$ cat src/source/rv_settings.svh
/* Bus width, register index width and register count macros */

`ifndef RV_SETTINGS_SVH
`define RV_SETTINGS_SVH

// Data and pc width
`define BUS_64      63 : 0

// Instruction word width
`define BUS_32      31 : 0

// Register index width
`define BUS_RIDX    4 : 0

// Integer register count, x0 included
`define REG_COUNT   32

`endif
$ cat src/source/rv_pkg.sv
/* Decoded operation enum and the stage payload structs
   for the decode, execute and writeback latches */

`default_nettype none

`include "rv_settings.svh"

package rv_pkg;

  typedef enum logic [3:0] {
    OP_ADD,
    OP_SUB,
    OP_AND,
    OP_OR,
    OP_XOR,
    OP_SLL,
    OP_SRL,
    OP_LUI,
    OP_SKIP   // Unsupported word, commits with no write
  } inst_op_t;

  // Fetched instruction held in decode
  typedef struct packed {
    logic [`BUS_64]   pc;
    logic [`BUS_32]   inst;
  } id_payload_t;

  // Decoded operation held in execute
  typedef struct packed {
    inst_op_t         op;
    logic [`BUS_RIDX] rd;
    logic             rd_wen;
    logic [`BUS_64]   op1;
    logic [`BUS_64]   op2;
    logic [`BUS_64]   pc;
  } ex_payload_t;

  // Commit report held in writeback
  typedef struct packed {
    logic [`BUS_64]   pc;
    logic [`BUS_RIDX] rd;
    logic             rd_wen;
    logic [`BUS_64]   data;
    logic             skip;
  } wb_payload_t;

endpackage

`default_nettype wire

$ cat src/source/id_stage.sv
/* Decode stage, instruction latch, decoder and the
   read-after-write interlock against execute */

`default_nettype none

`include "rv_settings.svh"

module id_stage
  import rv_pkg::*;
(
  input  wire              clk,
  input  wire              rst,
  input  wire              i_fetched_req,
  input  wire [`BUS_64]    i_pc,
  input  wire [`BUS_32]    i_inst,
  input  wire [`BUS_64]    i_rs1_data,
  input  wire [`BUS_64]    i_rs2_data,
  input  wire              i_decoded_ack,
  input  wire              i_ex_busy,
  input  wire [`BUS_RIDX]  i_ex_rd,
  input  wire              i_ex_rd_wen,
  output logic [`BUS_RIDX] o_rs1,
  output logic [`BUS_RIDX] o_rs2,
  output logic             o_decoded_req,
  output logic             o_fetch_ready,
  output inst_op_t         o_op,
  output logic [`BUS_RIDX] o_rd,
  output logic             o_rd_wen,
  output logic [`BUS_64]   o_op1,
  output logic [`BUS_64]   o_op2,
  output logic [`BUS_64]   o_pc
);

  id_payload_t in_payload;
  id_payload_t held;
  logic        held_req;
  logic        rs1_ren;
  logic        rs2_ren;
  logic        raw_hazard;

  assign in_payload.pc   = i_pc;
  assign in_payload.inst = i_inst;

  stage_latch #(.payload_t(id_payload_t)) u_latch (
    .clk           (clk),
    .rst           (rst),
    .i_fetched_req (i_fetched_req),
    .i_payload     (in_payload),
    .i_ack         (i_decoded_ack & ~raw_hazard),
    .o_req         (held_req),
    .o_payload     (held),
    .o_accept      (o_fetch_ready)
  );

  id_decoder u_decoder (
    .i_inst     (held.inst),
    .i_pc       (held.pc),
    .i_rs1_data (i_rs1_data),
    .i_rs2_data (i_rs2_data),
    .o_op       (o_op),
    .o_rs1      (o_rs1),
    .o_rs2      (o_rs2),
    .o_rd       (o_rd),
    .o_rs1_ren  (rs1_ren),
    .o_rs2_ren  (rs2_ren),
    .o_rd_wen   (o_rd_wen),
    .o_op1      (o_op1),
    .o_op2      (o_op2)
  );

  // Older instruction in execute has not written its result yet
  assign raw_hazard = i_ex_busy && i_ex_rd_wen &&
                      ((rs1_ren && (o_rs1 == i_ex_rd)) || (rs2_ren && (o_rs2 == i_ex_rd)));

  assign o_decoded_req = held_req & ~raw_hazard;
  assign o_pc          = held.pc;

endmodule

`default_nettype wire

$ cat src/source/id_decoder.sv
/* Combinational RV64I subset decoder, operation, register indices,
   enables and operand selection */

`default_nettype none

`include "rv_settings.svh"

module id_decoder
  import rv_pkg::*;
(
  input  wire [`BUS_32]    i_inst,
  input  wire [`BUS_64]    i_pc,
  input  wire [`BUS_64]    i_rs1_data,
  input  wire [`BUS_64]    i_rs2_data,
  output inst_op_t         o_op,
  output logic [`BUS_RIDX] o_rs1,
  output logic [`BUS_RIDX] o_rs2,
  output logic [`BUS_RIDX] o_rd,
  output logic             o_rs1_ren,
  output logic             o_rs2_ren,
  output logic             o_rd_wen,
  output logic [`BUS_64]   o_op1,
  output logic [`BUS_64]   o_op2
);

  localparam logic [6:0] OPC_OP_IMM = 7'b0010011;
  localparam logic [6:0] OPC_OP     = 7'b0110011;
  localparam logic [6:0] OPC_LUI    = 7'b0110111;

  logic [6:0]     opcode;
  logic [2:0]     funct3;
  logic [6:0]     funct7;
  logic [`BUS_64] imm_i;
  logic [`BUS_64] imm_u;
  logic [`BUS_64] shamt;

  assign opcode = i_inst[6:0];
  assign funct3 = i_inst[14:12];
  assign funct7 = i_inst[31:25];
  assign o_rd   = i_inst[11:7];
  assign o_rs1  = i_inst[19:15];
  assign o_rs2  = i_inst[24:20];

  assign imm_i = {{52{i_inst[31]}}, i_inst[31:20]};
  assign imm_u = {{32{i_inst[31]}}, i_inst[31:12], 12'b0};
  assign shamt = {58'b0, i_inst[25:20]};   // RV64 shifts take 6 bits

  always_comb begin
    o_op      = OP_SKIP;
    o_rs1_ren = 1'b0;
    o_rs2_ren = 1'b0;
    o_op1     = i_pc;                      // Skipped word reports its pc
    o_op2     = '0;
    case (opcode)
      OPC_OP_IMM: begin
        case (funct3)
          3'b000: begin o_op = OP_ADD; o_op2 = imm_i; end
          3'b001: if (funct7[6:1] == 6'b0) begin o_op = OP_SLL; o_op2 = shamt; end
          3'b101: if (funct7[6:1] == 6'b0) begin o_op = OP_SRL; o_op2 = shamt; end
          default: ;
        endcase
        if (o_op != OP_SKIP) begin
          o_rs1_ren = 1'b1;
          o_op1     = i_rs1_data;
        end
      end
      OPC_OP: begin
        case ({funct7, funct3})
          10'b0000000_000: o_op = OP_ADD;
          10'b0100000_000: o_op = OP_SUB;
          10'b0000000_111: o_op = OP_AND;
          10'b0000000_110: o_op = OP_OR;
          10'b0000000_100: o_op = OP_XOR;
          default: ;
        endcase
        if (o_op != OP_SKIP) begin
          o_rs1_ren = 1'b1;
          o_rs2_ren = 1'b1;
          o_op1     = i_rs1_data;
          o_op2     = i_rs2_data;
        end
      end
      OPC_LUI: begin
        o_op  = OP_LUI;
        o_op1 = '0;
        o_op2 = imm_u;
      end
      default: ;
    endcase
  end

  // x0 destinations report no write
  assign o_rd_wen = (o_op != OP_SKIP) && (o_rd != '0);

endmodule

`default_nettype wire

$ cat src/source/stage_latch.sv
/* Holding register for one pipeline item with the fetched pulse,
   req level and ack handshake */

`default_nettype none

module stage_latch #(
  parameter type payload_t = logic
) (
  input  wire logic     clk,
  input  wire logic     rst,
  input  wire logic     i_fetched_req,   // One-cycle capture pulse
  input  wire payload_t i_payload,
  input  wire logic     i_ack,
  output logic          o_req,
  output payload_t      o_payload,
  output logic          o_accept         // Free now, or draining on this edge
);

  payload_t held_payload;
  logic     drain;

  assign drain = o_req & i_ack;

  always_ff @(posedge clk) begin
    if (rst) begin
      o_req <= 1'b0;
    end else if (i_fetched_req) begin
      o_req <= 1'b1;                     // A refill on the drain edge keeps req high
    end else if (drain) begin
      o_req <= 1'b0;
    end
  end

  always_ff @(posedge clk) begin
    if (i_fetched_req) begin
      held_payload <= i_payload;
    end
  end

  assign o_payload = o_req ? held_payload : '0;
  assign o_accept  = ~o_req | drain;

endmodule

`default_nettype wire

$ cat config.mk
export PLATFORM = sky130hd
export DESIGN_NAME = id_stage
export DESIGN_NICKNAME = d
export VERILOG_FILES = /design/src/source/rv_pkg.sv /design/src/source/id_stage.sv /design/src/source/id_decoder.sv /design/src/source/stage_latch.sv
export VERILOG_INCLUDE_DIRS = /design/src /design/src/source
export SDC_FILE = /design/constraint.sdc
export NUM_CORES = 1
export LEC_CHECK = 0
export ABC_AREA = 1
export BUFFER_PORTS_ARGS = -buffer_cell sky130_fd_sc_hd__buf_2
export CAP_MARGIN = 20
export CORE_AREA = 2 2 173 175
export CTS_BUF_LIST = sky130_fd_sc_hd__clkbuf_8
export CTS_CLUSTER_DIAMETER = 60
export DETAILED_ROUTE_END_ITERATION = 10
export DIE_AREA = 0 0 175 177
export PLACE_DENSITY = 0.48
export SLEW_MARGIN = 20
export SYNTH_ARGS = -nofsm -noshare
export SYNTH_HDL_FRONTEND = slang
export SYNTH_SLANG_ARGS = --single-unit
$ cat constraint.sdc
create_clock -name clk -period 2.3 [get_ports clk]
set_input_delay 0.46 -clock clk [delete_from_list [all_inputs] [get_ports clk]]
set_output_delay 0.46 -clock clk [all_outputs]
set_load 0.01 [all_outputs]
==> flow_summary.json <==
{
  "synth_nets": 900,
  "slowest_stage": "dfxtp_4",
  "synth-async-reset-ratio_pct": 0,
  "power.leakage_nw": 5.90,
  "yosys.area_share.adder_pct": 0,
  "grt-busiest-layer": "met2",
  "ys_warn_count": 0,
  "slew_violations": 0,
  "place_congestion": 0.792,
  "fillers": 2921,
  "netlist_instances": 665,
  "avgSynthCellArea_um2": 8.95,
  "worstSetupStartpointType": "flip-flop",
  "grt_overflow": 0,
  "htree_num_levels": 3,
  "grtUsageMet3_pct": 4.83,
  "core_area_um2": 29200,
  "wire_per_inst_um": 19.1,
  "vias_per_cell": 4.38,
  "synth_area_leaders": "edfxtp_1 48%, nand3_1 12%, nand2_1 8.9%",
  "skew_ns": 0.00656,
  "finalHoldViolCount": 0,
  "postLayoutCellArea_um2": 11500,
  "hpwl_mm": 21.7,
  "critPathKind": "flip-flop to primary output",
  "vias": 7111,
  "powerDensity_nw_per_um2": 391,
  "max_freq_mhz": 347,
  "timing.final.ws_setup_ns": -0.581,
  "fin_crit_ns": 2.88,
  "finalNonFillerCells": 1625,
  "synth_top_family_by_area": "simple AND/OR/NAND/NOR gates",
  "yosys.cell_types.count": 38,
  "initial_core_util_pct": 20.4,
  "crit_required_ns": 1.84,
  "drt_pass1_iterations": 4,
  "status": "complete, but fails checks",
  "ir_drop_mv": 0.223,
  "netlist.area_leader.share_pct": 48.4,
  "path_cells": "buf_12 > nand3_4 > buf_4 > nor4_4 > buf_4 > o21ai_4 > nand2_4 > buf_4 > clkbuf_16 > nand3_1 > o21ai_2 > buf_2",
  "synth.cell_area_um2": 5950,
  "clock-root-buffer": "clkbuf_8",
  "cts.reportedPaths.clkPinSlew_ns": 0.09,
  "setup_viol": 135,
  "grt_antenna_before_repair": 7,
  "grt_pass1_vias": 6969,
  "violations": "setup timing",
  "drc": 0,
  "min_path_type": "input port to flip-flop",
  "slowest_delay_ns": 0.41,
  "slew_headroom_pct": 70.4,
  "grt_use_met1_pct": 18.5,
  "antenna_left": 0,
  "synthXorXnorAreaFrac_pct": 1.32,
  "layout_worst_path_cycle_share_pct": 125,
  "cts_buffers": 9,
  "die_h_um": 177,
  "fin_util_pct": 39.2,
  "dp.cells": 1536,
  "tightest_slew_ns": 0.444,
  "drt_wl_total_mm": 31.0,
  "clock_sinks": 97,
  "portBuffers": 448,
  "drtIter0Drc": 184,
  "yosys.area_share.simple_pct": 24.3,
  "grt_max_degree": 42,
  "synthMuxAreaShare_pct": 0,
  "drive_gt1_share_pct": 67.9,
  "rsz0062_at_grt": "true",
  "die_w_um": 175,
  "crit_top_cell": "buf_4",
  "dieArea_um2": 31000,
  "cp.arrival_ns": 2.42,
  "maxCapViolCount": 0,
  "ctsHoldBuffers": 0,
  "clk_path_buf_depth": 2,
  "clk_latency_ns": 0.40,
  "synth_edf_count": 96,
  "synth_compound_area_share_pct": 13.9,
  "critPathCaptureType": "primary output",
  "yosys_register_bits": 97,
  "track_usage_pct": 17.9,
  "cts_tree": "built",
  "area_growth_pct": 92.4,
  "fin_nets": 1463,
  "num_rows": 63,
  "ioPinCount": 449,
  "path_max_fanout": 5,
  "post_dp_cell_area_um2": 9120,
  "seq_area_frac_synth_pct": 48.8,
  "grt_pass1_wl_mm": 41.2,
  "synth-main-ff-cell": "edfxtp_1",
  "met2_usage_pct": 35.0,
  "synth_top_cell_by_area": "edfxtp_1"
}
## metal layers
metal | share of wire, % | vias to the layer above
li1 | - | 3394
met1 | 35 | 3334
met2 | 54 | 324
met3 | 6.8 | 53
met4 | 3.1 | 6
met5 | 0.13 | -
## logic make-up (layout without fill, tap and decap cells)
family,count (synthesis),after routing
compound gates,107,107
xor+xnor,9,9
buf+inv,143,709
flops,97,97
other cells,0,3
simple gates,309,310
## placed cells by master (no fill, tap or decap), drive strengths merged, types with 2 or more instances in the layout
cell / count
nand2: 147
clkinv: 3
nor3: 2
a21oi: 6
buf: 591
xor2: 6
nor2: 13
clkbuf: 19
edfxtp: 96
o211ai: 19
o21ai: 78
inv: 94
nand3: 142
xnor2: 3
diode: 3
nor4: 4
## registers in the layout, summed over array words and instances (netlist names)
name and count:
u_latch.held_payload 96, u_latch.o_req 1
## worst max-delay path: cells and delay by family, from the launching register on
kind                   cells  cell delay, ns
AOI/OAI and AO/OA          2            0.16
buffers and inverters      6            0.89
DFF                        1            0.41
and+or+nand+nor            4            0.55
## power breakdown
group	internal (mW)	leakage (nW)	total [mW]	switching (mW)
Clock	0.494	0.0983	1.14	0.648
Sequential	2.10	0.948	2.15	0.0500
Combinational	0.576	4.85	1.19	0.615
Total	3.17	5.90	4.48	1.31
## layout make-up
cell class | instances | area, µm² | share of cell area, %
multi-input cells | 426 | 3220 | 28.1
inverters | 92 | 355 | 3.10
diodes | 3 | 7.51 | 0.0655
well taps | 390 | 488 | 4.26
clock inverters | 6 | 60.1 | 0.524
clock buffers | 9 | 124 | 1.08
flip-flops and latches | 97 | 2910 | 25.4
repair buffers | 602 | 4300 | 37.5
## what timing repair did
item,in CTS,in global routing
endpoints found under the setup margin,168,142
pin swaps,15,21
gates resized for setup,169,113
setup buffers,25,31
gates cloned,13,13
## through the flow
| step | worst slack [ns] | setup TNS [ns] | hold slack (ns) | power, mW |
|---|---|---|---|---|
| 2_1_floorplan | 0.180 | 0 | 0.522 | 2.54 |
| 3_3_place_gp | -0.250 | -13.12 | 0.618 | 3.08 |
| 3_5_place_dp | -0.251 | -13.50 | 0.618 | 3.09 |
| 4_1_cts | -0.634 | -71.28 | 0.163 | 4.58 |
| 5_1_grt | -0.739 | -86.08 | 0.192 | 4.70 |
| 6_report | -0.581 | -66.89 | 0.212 | 4.48 |
## final timing paths
| kind | start | cells after the start | slack, ns | to |
|---|---|---|---|---|
| max reg2reg | u_latch.o_req | 15 | 0.18 | u_latch.o_req |
| min | rst | 2 | 0.21 | u_latch.o_req |
| max | u_latch.o_req | 12 | -0.58 | o_op1[32] |
| min reg2reg | u_latch.o_req | 6 | 1.10 | u_latch.o_req |
## Yosys cell counts, types with 2 or more instances
cell / instances
xor2_1: 6
a21oi_1: 5
inv_2: 3
nor2_1: 8
clkbuf_1: 13
nor4_4: 2
nand2_1: 141
o211ai_1: 19
o21ai_0: 15
nor2_2: 4
nand3_1: 141
xnor2_1: 3
buf_4: 9
edfxtp_1: 96
nand2_4: 2
buf_2: 13
inv_1: 88
o21ai_2: 60
o21ai_1: 3
buf_6: 14
nand2_2: 3
Note: power is estimated with default switching activity, not from simulation.
