--- src/source/rv_settings.svh ---
/* Bus width, register index width and register count macros */

`ifndef RV_SETTINGS_SVH
`define RV_SETTINGS_SVH

// Data and pc width
`define BUS_64      63 : 0

// Instruction word width
`define BUS_32      31 : 0

// Register index width
`define BUS_RIDX    4 : 0

// Integer register count, x0 included
`define REG_COUNT   32

`endif
--- src/source/rv_pkg.sv ---
/* Decoded operation enum and the stage payload structs
   for the decode, execute and writeback latches */

`default_nettype none

`include "rv_settings.svh"

package rv_pkg;

  typedef enum logic [3:0] {
    OP_ADD,
    OP_SUB,
    OP_AND,
    OP_OR,
    OP_XOR,
    OP_SLL,
    OP_SRL,
    OP_LUI,
    OP_SKIP   // Unsupported word, commits with no write
  } inst_op_t;

  // Fetched instruction held in decode
  typedef struct packed {
    logic [`BUS_64]   pc;
    logic [`BUS_32]   inst;
  } id_payload_t;

  // Decoded operation held in execute
  typedef struct packed {
    inst_op_t         op;
    logic [`BUS_RIDX] rd;
    logic             rd_wen;
    logic [`BUS_64]   op1;
    logic [`BUS_64]   op2;
    logic [`BUS_64]   pc;
  } ex_payload_t;

  // Commit report held in writeback
  typedef struct packed {
    logic [`BUS_64]   pc;
    logic [`BUS_RIDX] rd;
    logic             rd_wen;
    logic [`BUS_64]   data;
    logic             skip;
  } wb_payload_t;

endpackage

`default_nettype wire

--- src/source/ex_stage.sv ---
/* Execute stage, operation latch and the integer ALU */

`default_nettype none

`include "rv_settings.svh"

module ex_stage
  import rv_pkg::*;
(
  input  wire              clk,
  input  wire              rst,
  input  wire              i_decoded_req,
  input  wire inst_op_t    i_op,
  input  wire [`BUS_RIDX]  i_rd,
  input  wire              i_rd_wen,
  input  wire [`BUS_64]    i_op1,
  input  wire [`BUS_64]    i_op2,
  input  wire [`BUS_64]    i_pc,
  input  wire              i_executed_ack,
  output logic             o_decoded_ack,
  output logic             o_busy,
  output logic [`BUS_RIDX] o_rd,
  output logic             o_rd_wen,
  output logic             o_executed_req,
  output logic [`BUS_64]   o_result,
  output logic [`BUS_64]   o_pc,
  output logic             o_skip
);

  ex_payload_t in_payload;
  ex_payload_t held;

  always_comb begin
    in_payload.op     = i_op;
    in_payload.rd     = i_rd;
    in_payload.rd_wen = i_rd_wen;
    in_payload.op1    = i_op1;
    in_payload.op2    = i_op2;
    in_payload.pc     = i_pc;
  end

  stage_latch #(.payload_t(ex_payload_t)) u_latch (
    .clk           (clk),
    .rst           (rst),
    .i_fetched_req (i_decoded_req & o_decoded_ack),   // Transfer edge from decode
    .i_payload     (in_payload),
    .i_ack         (i_executed_ack),
    .o_req         (o_executed_req),
    .o_payload     (held),
    .o_accept      (o_decoded_ack)
  );

  // ******************************
  // ALU
  // ******************************
  always_comb begin
    case (held.op)
      OP_ADD:  o_result = held.op1 + held.op2;
      OP_SUB:  o_result = held.op1 - held.op2;
      OP_AND:  o_result = held.op1 & held.op2;
      OP_OR:   o_result = held.op1 | held.op2;
      OP_XOR:  o_result = held.op1 ^ held.op2;
      OP_SLL:  o_result = held.op1 << held.op2[5:0];
      OP_SRL:  o_result = held.op1 >> held.op2[5:0];
      OP_LUI:  o_result = held.op2;
      default: o_result = held.op1;             // Skip passes the pc through
    endcase
  end

  assign o_busy   = o_executed_req;
  assign o_rd     = held.rd;
  assign o_rd_wen = held.rd_wen;
  assign o_pc     = held.pc;
  assign o_skip   = o_executed_req && (held.op == OP_SKIP);

endmodule

`default_nettype wire

--- src/source/stage_latch.sv ---
/* Holding register for one pipeline item with the fetched pulse,
   req level and ack handshake */

`default_nettype none

module stage_latch #(
  parameter type payload_t = logic
) (
  input  wire logic     clk,
  input  wire logic     rst,
  input  wire logic     i_fetched_req,   // One-cycle capture pulse
  input  wire payload_t i_payload,
  input  wire logic     i_ack,
  output logic          o_req,
  output payload_t      o_payload,
  output logic          o_accept         // Free now, or draining on this edge
);

  payload_t held_payload;
  logic     drain;

  assign drain = o_req & i_ack;

  always_ff @(posedge clk) begin
    if (rst) begin
      o_req <= 1'b0;
    end else if (i_fetched_req) begin
      o_req <= 1'b1;                     // A refill on the drain edge keeps req high
    end else if (drain) begin
      o_req <= 1'b0;
    end
  end

  always_ff @(posedge clk) begin
    if (i_fetched_req) begin
      held_payload <= i_payload;
    end
  end

  assign o_payload = o_req ? held_payload : '0;
  assign o_accept  = ~o_req | drain;

endmodule

`default_nettype wire

--- config.mk ---
export PLATFORM = sky130hd
export DESIGN_NAME = ex_stage
export DESIGN_NICKNAME = d
export VERILOG_FILES = /design/src/source/rv_pkg.sv /design/src/source/ex_stage.sv /design/src/source/stage_latch.sv
export VERILOG_INCLUDE_DIRS = /design/src /design/src/source
export SDC_FILE = /design/constraint.sdc
export NUM_CORES = 1
export LEC_CHECK = 0
export ABC_AREA = 0
export BUFFER_PORTS_ARGS = -buffer_cell sky130_fd_sc_hd__buf_2
export CAP_MARGIN = 0
export CORE_MARGIN = 2
export CORE_UTILIZATION = 29
export DETAILED_ROUTE_END_ITERATION = 7
export HOLD_SLACK_MARGIN = 0.12
export PLACE_DENSITY_LB_ADDON = 0.05
export RECOVER_POWER = 50
export SETUP_SLACK_MARGIN = 0.2
export SYNTH_ARGS = -nofsm -noshare
export SYNTH_HDL_FRONTEND = slang
export SYNTH_SLANG_ARGS = --single-unit
--- constraint.sdc ---
create_clock -name clk -period 9.1 [get_ports clk]
set_input_delay 1.365 -clock clk [delete_from_list [all_inputs] [get_ports clk]]
set_output_delay 1.365 -clock clk [all_outputs]
set_load 0.005 [all_outputs]
==> results.ini, run 1 <==
[floorplanning]
core_mm2=0.0870
rows=108
io_pins=344
initial_core_util=0.293
die_area_mm2=0.0904
die_y_um=301
die_w_um=301

[power]
power.switching_w=0.00151
intPower_w=0.00214
switching_share=0.413
clockPowerShare=0.265
p_seq_frac=0.320
p_leak_nw=12.4
p_per_area_mw_per_mm2=125
p_comb_frac=0.415
ir_drop_mv=0.172

[synth]
synth_commonest_cells=nand2_1, o21ai_0, nor2_1
ys_ff_latch=203
synth_xor_area_frac=0.0360
synth_edf_count=202
synth_fa_ha_area_frac=0.0954
async_flop_share=0
synth.most_common_cell=nand2_1
yosysTopAreaCell=edfxtp_1
yosysWarnings=0
synth_ff_type=edfxtp_1
synth_mux_area_frac=0.112
yosysSeqAreaShare=0.239
synth_area_mm2=0.0255
synth_cells=3191
syn_area_per_cell_um2=8.00
synth-compound-area-share=0.265
synth.area.top_cells=edfxtp_1, ha_1, nand2_1
ys_types=92
synth_top_family_by_area=compound AO/OA/AOI/OAI gates
yosysTopAreaCellShare=0.238
synth_nets=3591
synthSimpleGateAreaFrac=0.186

[global_route]
grtUsageTotal=0.305
grt_pass1_vias=26900
grt_pass1_wl_um=201000
grt_max_degree=180
globalRouteOverflowTotal=0
antenna_found_initial=7

[critical_path]
r2r_start=u_latch.o_req$_SDFFE_PP0P_
worstPathArrival_ns=7.29
crit_required_ns=7.74
reg2reg_slack_ns=2.42
critPathKind=register to output port
worstReg2RegEnd=u_latch.held_payload[160]$_DFFE_PP_
start_kind=register
cp_max_fo=31
r2r_cells=5
worst_setup_path_end_kind=output port

[clock_tree]
clock_sinks=203
worst_skew_pair.late_latency_ns=0.63
cts_root_buf=clkbuf_16
htreeDepth=1
cts_tree=built
clk_pin_slew_worst_paths_ns=0.06
cts_hold_buf=0
cts_made_buffers=26
clk_path_buf_depth=3

[sta]
worst_slack_ns=0.445
hold_viol=0
period_share=0.951
fin_tns_setup_ns=0
worst_pin_slew_ns=3.64
period_minus_slack_ns=8.65
fmax_mhz=116
skew_ns=0.0410
slew_violations=82
finalSetupViolations=0
slew_headroom=-1.42
grt_setup_unrepaired=no

[detailed_routing]
wirelength_um=143000
vias_per_cell=6.09
routed-via-count=27800
drc=0
wl_per_cell_um=31.3
antenna_left=0
firstDrtPassIters=7
drt_iter0_markers=3053

[cells_and_area]
fin_nets=3790
layout-drive-gt1-share=0.184
fillers=9404
area_growth_pct=14.3

[worst_hold_path]
worstHoldStart=i_op1[31]
hp-class=input port to register
worstHoldEndpoint=u_latch.held_payload[159]$_DFFE_PP_
whs_path_depth=1

[place]
port_buffers=343
hpwlAfterDp_um=111000
placement.setup.worst_slack_ns=1.10
routabilityCongestion=1.02

[outcome]
status=complete, but fails checks
violations=capacitance limit, slew limit

[run]
cap_violations=2

routing by layer:
metal / wire length, um / global-route usage / up-vias / part of all wire
li1: - / - / 12300 / -
met1: 58400 / 0.387 / 13800 / 0.41
met2: 65500 / 0.498 / 1390 / 0.46
met3: 9980 / 0.0517 / 319 / 0.070
met4: 8990 / 0.159 / 12 / 0.063
met5: 76 / 0 / - / 0.00053
cell type report:
class / count / area (um^2) / share of cell area
timing repair buffer: 445 / 2500 / 0.0856
sequential: 203 / 6090 / 0.209
tap: 1155 / 1450 / 0.0495
clock inverter: 14 / 98.8 / 0.00339
clock buffer: 31 / 669 / 0.0229
multi-input combinational: 2563 / 17800 / 0.610
antenna: 2 / 5.00 / 0.000172
inverter: 151 / 567 / 0.0194
worst max-delay path, stage by stage, from the launching register on:
cell and delay (ns):
edfxtp_1 0.39, buf_4 0.27, nor3_1 0.60, nand4bb_1 0.75
o31ai_4 0.71, and2_2 0.29, nor2b_1 0.34, a41oi_1 0.19
xnor2_1 0.17, ha_1 0.42, a21o_1 0.21, a21o_1 0.21
a21boi_0 0.47, nor2_1 0.16, a2111oi_0 0.41, o31ai_1 0.14
a21oi_1 0.29, o311ai_0 0.36, buf_2 0.24
power by group through the flow:
stage	logic [W]	registers [W]	clock network, W
2_1_floorplan	0.000876	0.00116	0
5_1_grt	0.00161	0.00117	0.00103
4_1_cts	0.00149	0.00116	0.00101
3_5_place_dp	0.00148	0.00118	0
3_3_place_gp	0.00148	0.00118	0
6_report	0.00151	0.00117	0.000966
layout by cell type, fill, tap and decap left out, types with 42 or more instances in the layout:
cell / instances
mux2i_1: 81
mux4_2: 59
o22ai_1: 42
nand2_1: 403
nand3_1: 95
a21oi_1: 224
buf_2: 337
inv_1: 147
and2_1: 103
o211ai_1: 67
ha_1: 193
xnor2_1: 72
a221oi_1: 52
edfxtp_1: 202
mux2_2: 64
nor2_1: 243
buf_4: 99
a21o_1: 56
o21ai_0: 248
a211oi_1: 44
worst max path at each step:
stage,from,to,slack [ns],cells after the start
after global placement,u_latch.held_payload[90]$_DFFE_PP_,o_result[53],1.07,19
after detailed placement,u_latch.held_payload[90]$_DFFE_PP_,o_result[53],1.10,19
after floorplan,u_latch.o_req$_SDFFE_PP0P_,u_latch.held_payload[0]$_DFFE_PP_,2.17,9
after global routing,u_latch.held_payload[66]$_DFFE_PP_,o_result[53],0.31,20
after CTS,u_latch.held_payload[90]$_DFFE_PP_,o_result[53],0.43,19
final,u_latch.held_payload[66]$_DFFE_PP_,o_result[53],0.45,18
cell families (layout without fill, tap and decap cells):
family | Yosys count | count (layout)
buffers and inverters | 425 | 641
AND/OR/NAND/NOR | 1035 | 1035
other | 0 | 2
multiplexers | 204 | 204
adder cells (fa/ha/maj) | 194 | 194
flip-flops | 203 | 203
AO/OA/AOI/OAI | 1025 | 1025
XOR/XNOR | 105 | 105
sequential cells by signal (all words and copies together) (netlist names):
signal                count
u_latch.held_payload    202
u_latch.o_req             1
repair_timing:
action | in CTS | in global routing
endpoints found under the setup margin | 0 | 1
setup buffers | 0 | 0
resized for setup | 0 | 1
metrics by stage:
step	utilization	power (W)	instance area (um^2)	std cells	hold WS, ns
floorplan	-	0.00203	25500	3191	1.43
global placement	0.326	0.00267	28400	4517	1.39
detailed placement	0.326	0.00266	28400	4517	1.39
CTS	0.335	0.00366	29200	4562	0.870
global route	0.335	0.00381	29200	4562	0.888
finish	0.335	0.00365	29200	4564	0.904
Note: power is estimated with default switching activity, not from simulation.
==> run 2: changes to the inputs <==
--- a/config.mk
+++ b/config.mk
@@ -6,7 +6,7 @@
 export SDC_FILE = /design/constraint.sdc
 export NUM_CORES = 1
 export LEC_CHECK = 0
-export ABC_AREA = 0
+export ABC_AREA = 1
 export BUFFER_PORTS_ARGS = -buffer_cell sky130_fd_sc_hd__buf_2
 export CAP_MARGIN = 0
 export CORE_MARGIN = 2
==> run 2 against run 1 <==
Against the previous run: the flow finishes with violations (DRC, capacitance limit, slew limit); clock skew is 0.0028 ns lower; critical path type unchanged; worst setup slack better by 0.87 ns; largest cell class unchanged; maximum frequency is 11% higher.
==> results.ini, run 2 <==
[outcome]
status=complete, but fails checks
violations=DRC, capacitance limit, slew limit

[global_route]
grt_pass1_wl_um=222000
grtUsageTotal=0.324
grt_pass1_vias=29900
globalRouteOverflowTotal=0
antenna_found_initial=11
grt_max_degree=102

[sta]
grt_setup_unrepaired=no
slew_violations=120
finalSetupViolations=0
period_minus_slack_ns=7.79
fmax_mhz=128
period_share=0.856
hold_viol=0
skew_ns=0.0382
fin_tns_setup_ns=0
worst_pin_slew_ns=3.42
slew_headroom=-1.28

[clock_tree]
cts_setup_buffers=0
cts_root_buf=clkbuf_16
clock_sinks=203
cts_tree=built
worst_skew_pair.late_latency_ns=0.60
cts_made_buffers=25
htreeDepth=1
cts_hold_buf=0
clk_path_buf_depth=3
cts_resized=0
clk_pin_slew_worst_paths_ns=0.06

[critical_path]
worstPathArrival_ns=6.42
crit_chain=buf_12, nand2_1, nor2_1, nand2_1, inv_1, nor2_1, nor2_2, nand2_1, xor2_1, ha_1, nand2_1, nor2_1, inv_1, nor2_1, nand2_1, nor3_1, nand2_1, nand4_1, nand3_1, a21oi_1, buf_2
worst_setup_path_end_kind=output port
cp_max_fo=101
cp_num_buf_inv=4
critPathKind=register to output port
cp_common_cell=nand2_1
crit_path_top_delay_cell=inv_1
crit_required_ns=7.74
max_stage_delay_ns=0.63
r2r_cells=4
start_kind=register
reg2reg_slack_ns=2.38
cp.depth=21
cp_top_family=simple AND/OR/NAND/NOR gates

[cells_and_area]
area_growth_pct=12.8
largestRegisters=u_latch.held_payload (202), u_latch.o_req (1)
layout_commonest_cell=nand2_1
layout-drive-gt1-share=0.109
fin_nets=5129
regMostFlops=u_latch.held_payload
largest_reg_flops=202
mostFrequentLayoutCells=nand2_1, nand3_1, inv_1
fin_util=0.331

[detailed_routing]
firstDrtPassIters=8
wl_met3_um=15300
m1WireLength_um=69600
drc=5
wl_per_cell_um=26.5
vias_per_cell=5.35
antenna_left=0
met2_length_um=65800
drt_iter0_markers=4014
routed-via-count=32100
wirelength_um=159000
top_layer=met5

[synth]
synth_edf_count=202
yosysTopAreaCell=edfxtp_1
synth_top_family_by_area=simple AND/OR/NAND/NOR gates
synth.most_common_cell=nand2_1
syn_area_per_cell_um2=5.99
synth-compound-area-share=0.0828
ys_types=55
synth_fa_ha_area_frac=0.0901
synth_commonest_cells=nand2_1, nand3_1, inv_1
synth_mux_area_frac=0
async_flop_share=0
synthSimpleGateAreaFrac=0.466
synth_nets=4911
synth.area.top_cells=edfxtp_1, nand2_1, nand3_1
ys_ff_latch=203
synth_area_mm2=0.0270
synth_xor_area_frac=0.0204
synth_ff_type=edfxtp_1
synth_cells=4511
yosysTopAreaCellShare=0.224
yosysSeqAreaShare=0.225
yosysWarnings=0

[floorplanning]
die_w_um=309
die_y_um=309
io_pins=344
die_area_mm2=0.0956
core_mm2=0.0919
rows=111
initial_core_util=0.294

[run]
cap_violations=3

[power]
p_leak_nw=16.6
finalPower_w=0.00359
ir_drop_mv=0.137
p_per_area_mw_per_mm2=118

[worst_hold_path]
hp-class=input port to register
whs_path_depth=1

[place]
routabilityCongestion=0.998
port_buffers=343
hpwlAfterDp_um=130000

[run 2: changes by cell type in the layout (fill, tap and decap cells not counted), sizes merged, moves of 55 or more]
cell and delta:
a21o -56, a21oi -86, and2 -103, buf -60, inv +423, mux2 -64
mux2i -81, mux4 -59, nand2 +1071, nand3 +850, nor2 +108, o211ai -55
o21ai -100, xnor2 -68
[run 2: through the flow]
step                cell area (um^2)  std cells  hold WS (ns)  setup slack [ns]
finish                         30500       5993         0.937              1.31
floorplan                      27000       4511          1.14              1.34
global route                   30500       5989         0.905              1.06
CTS                            30500       5988         0.896              1.49
global placement               29700       5945          1.08              1.97
detailed placement             29700       5945          1.10              2.12
[run 2: final timing paths]
path,startpoint,endpoint
max,u_latch.o_req$_SDFFE_PP0P_,o_result[47]
min,i_op1[54],u_latch.held_payload[182]$_DFFE_PP_
max reg2reg,u_latch.o_req$_SDFFE_PP0P_,u_latch.held_payload[79]$_DFFE_PP_
min reg2reg,u_latch.o_req$_SDFFE_PP0P_,u_latch.o_req$_SDFFE_PP0P_
[run 2: final cells by class]
class / count / area, um^2
multi-input cells: 3542 / 17800
clock buffers: 29 / 641
inverters: 573 / 2150
repair buffers: 384 / 2040
diodes: 5 / 12.5
well taps: 1243 / 1560
fillers: 10700 / 61500
clock inverters: 14 / 135
flip-flops and latches: 203 / 6090
[run 2: cell families after synthesis]
family | after synthesis
buffers and inverters | 766
AO/OA/AOI/OAI | 390
XOR/XNOR | 63
AND/OR/NAND/NOR | 2895
flip-flops | 203
adder cells (fa/ha/maj) | 194
[run 2: per-layer routing]
layer	vias up	GRT usage
li1	15300	-
met1	14800	0.444
met2	1720	0.483
met3	255	0.0743
met4	4	0.142
met5	-	0
[run 2: where the power goes]
group	leakage [nW]	switching [W]	internal [W]	total [W]
clock network	0.378	0.000419	0.000560	0.000979
logic	14.2	0.00107	0.000394	0.00146
registers	1.96	0.0000483	0.00110	0.00115
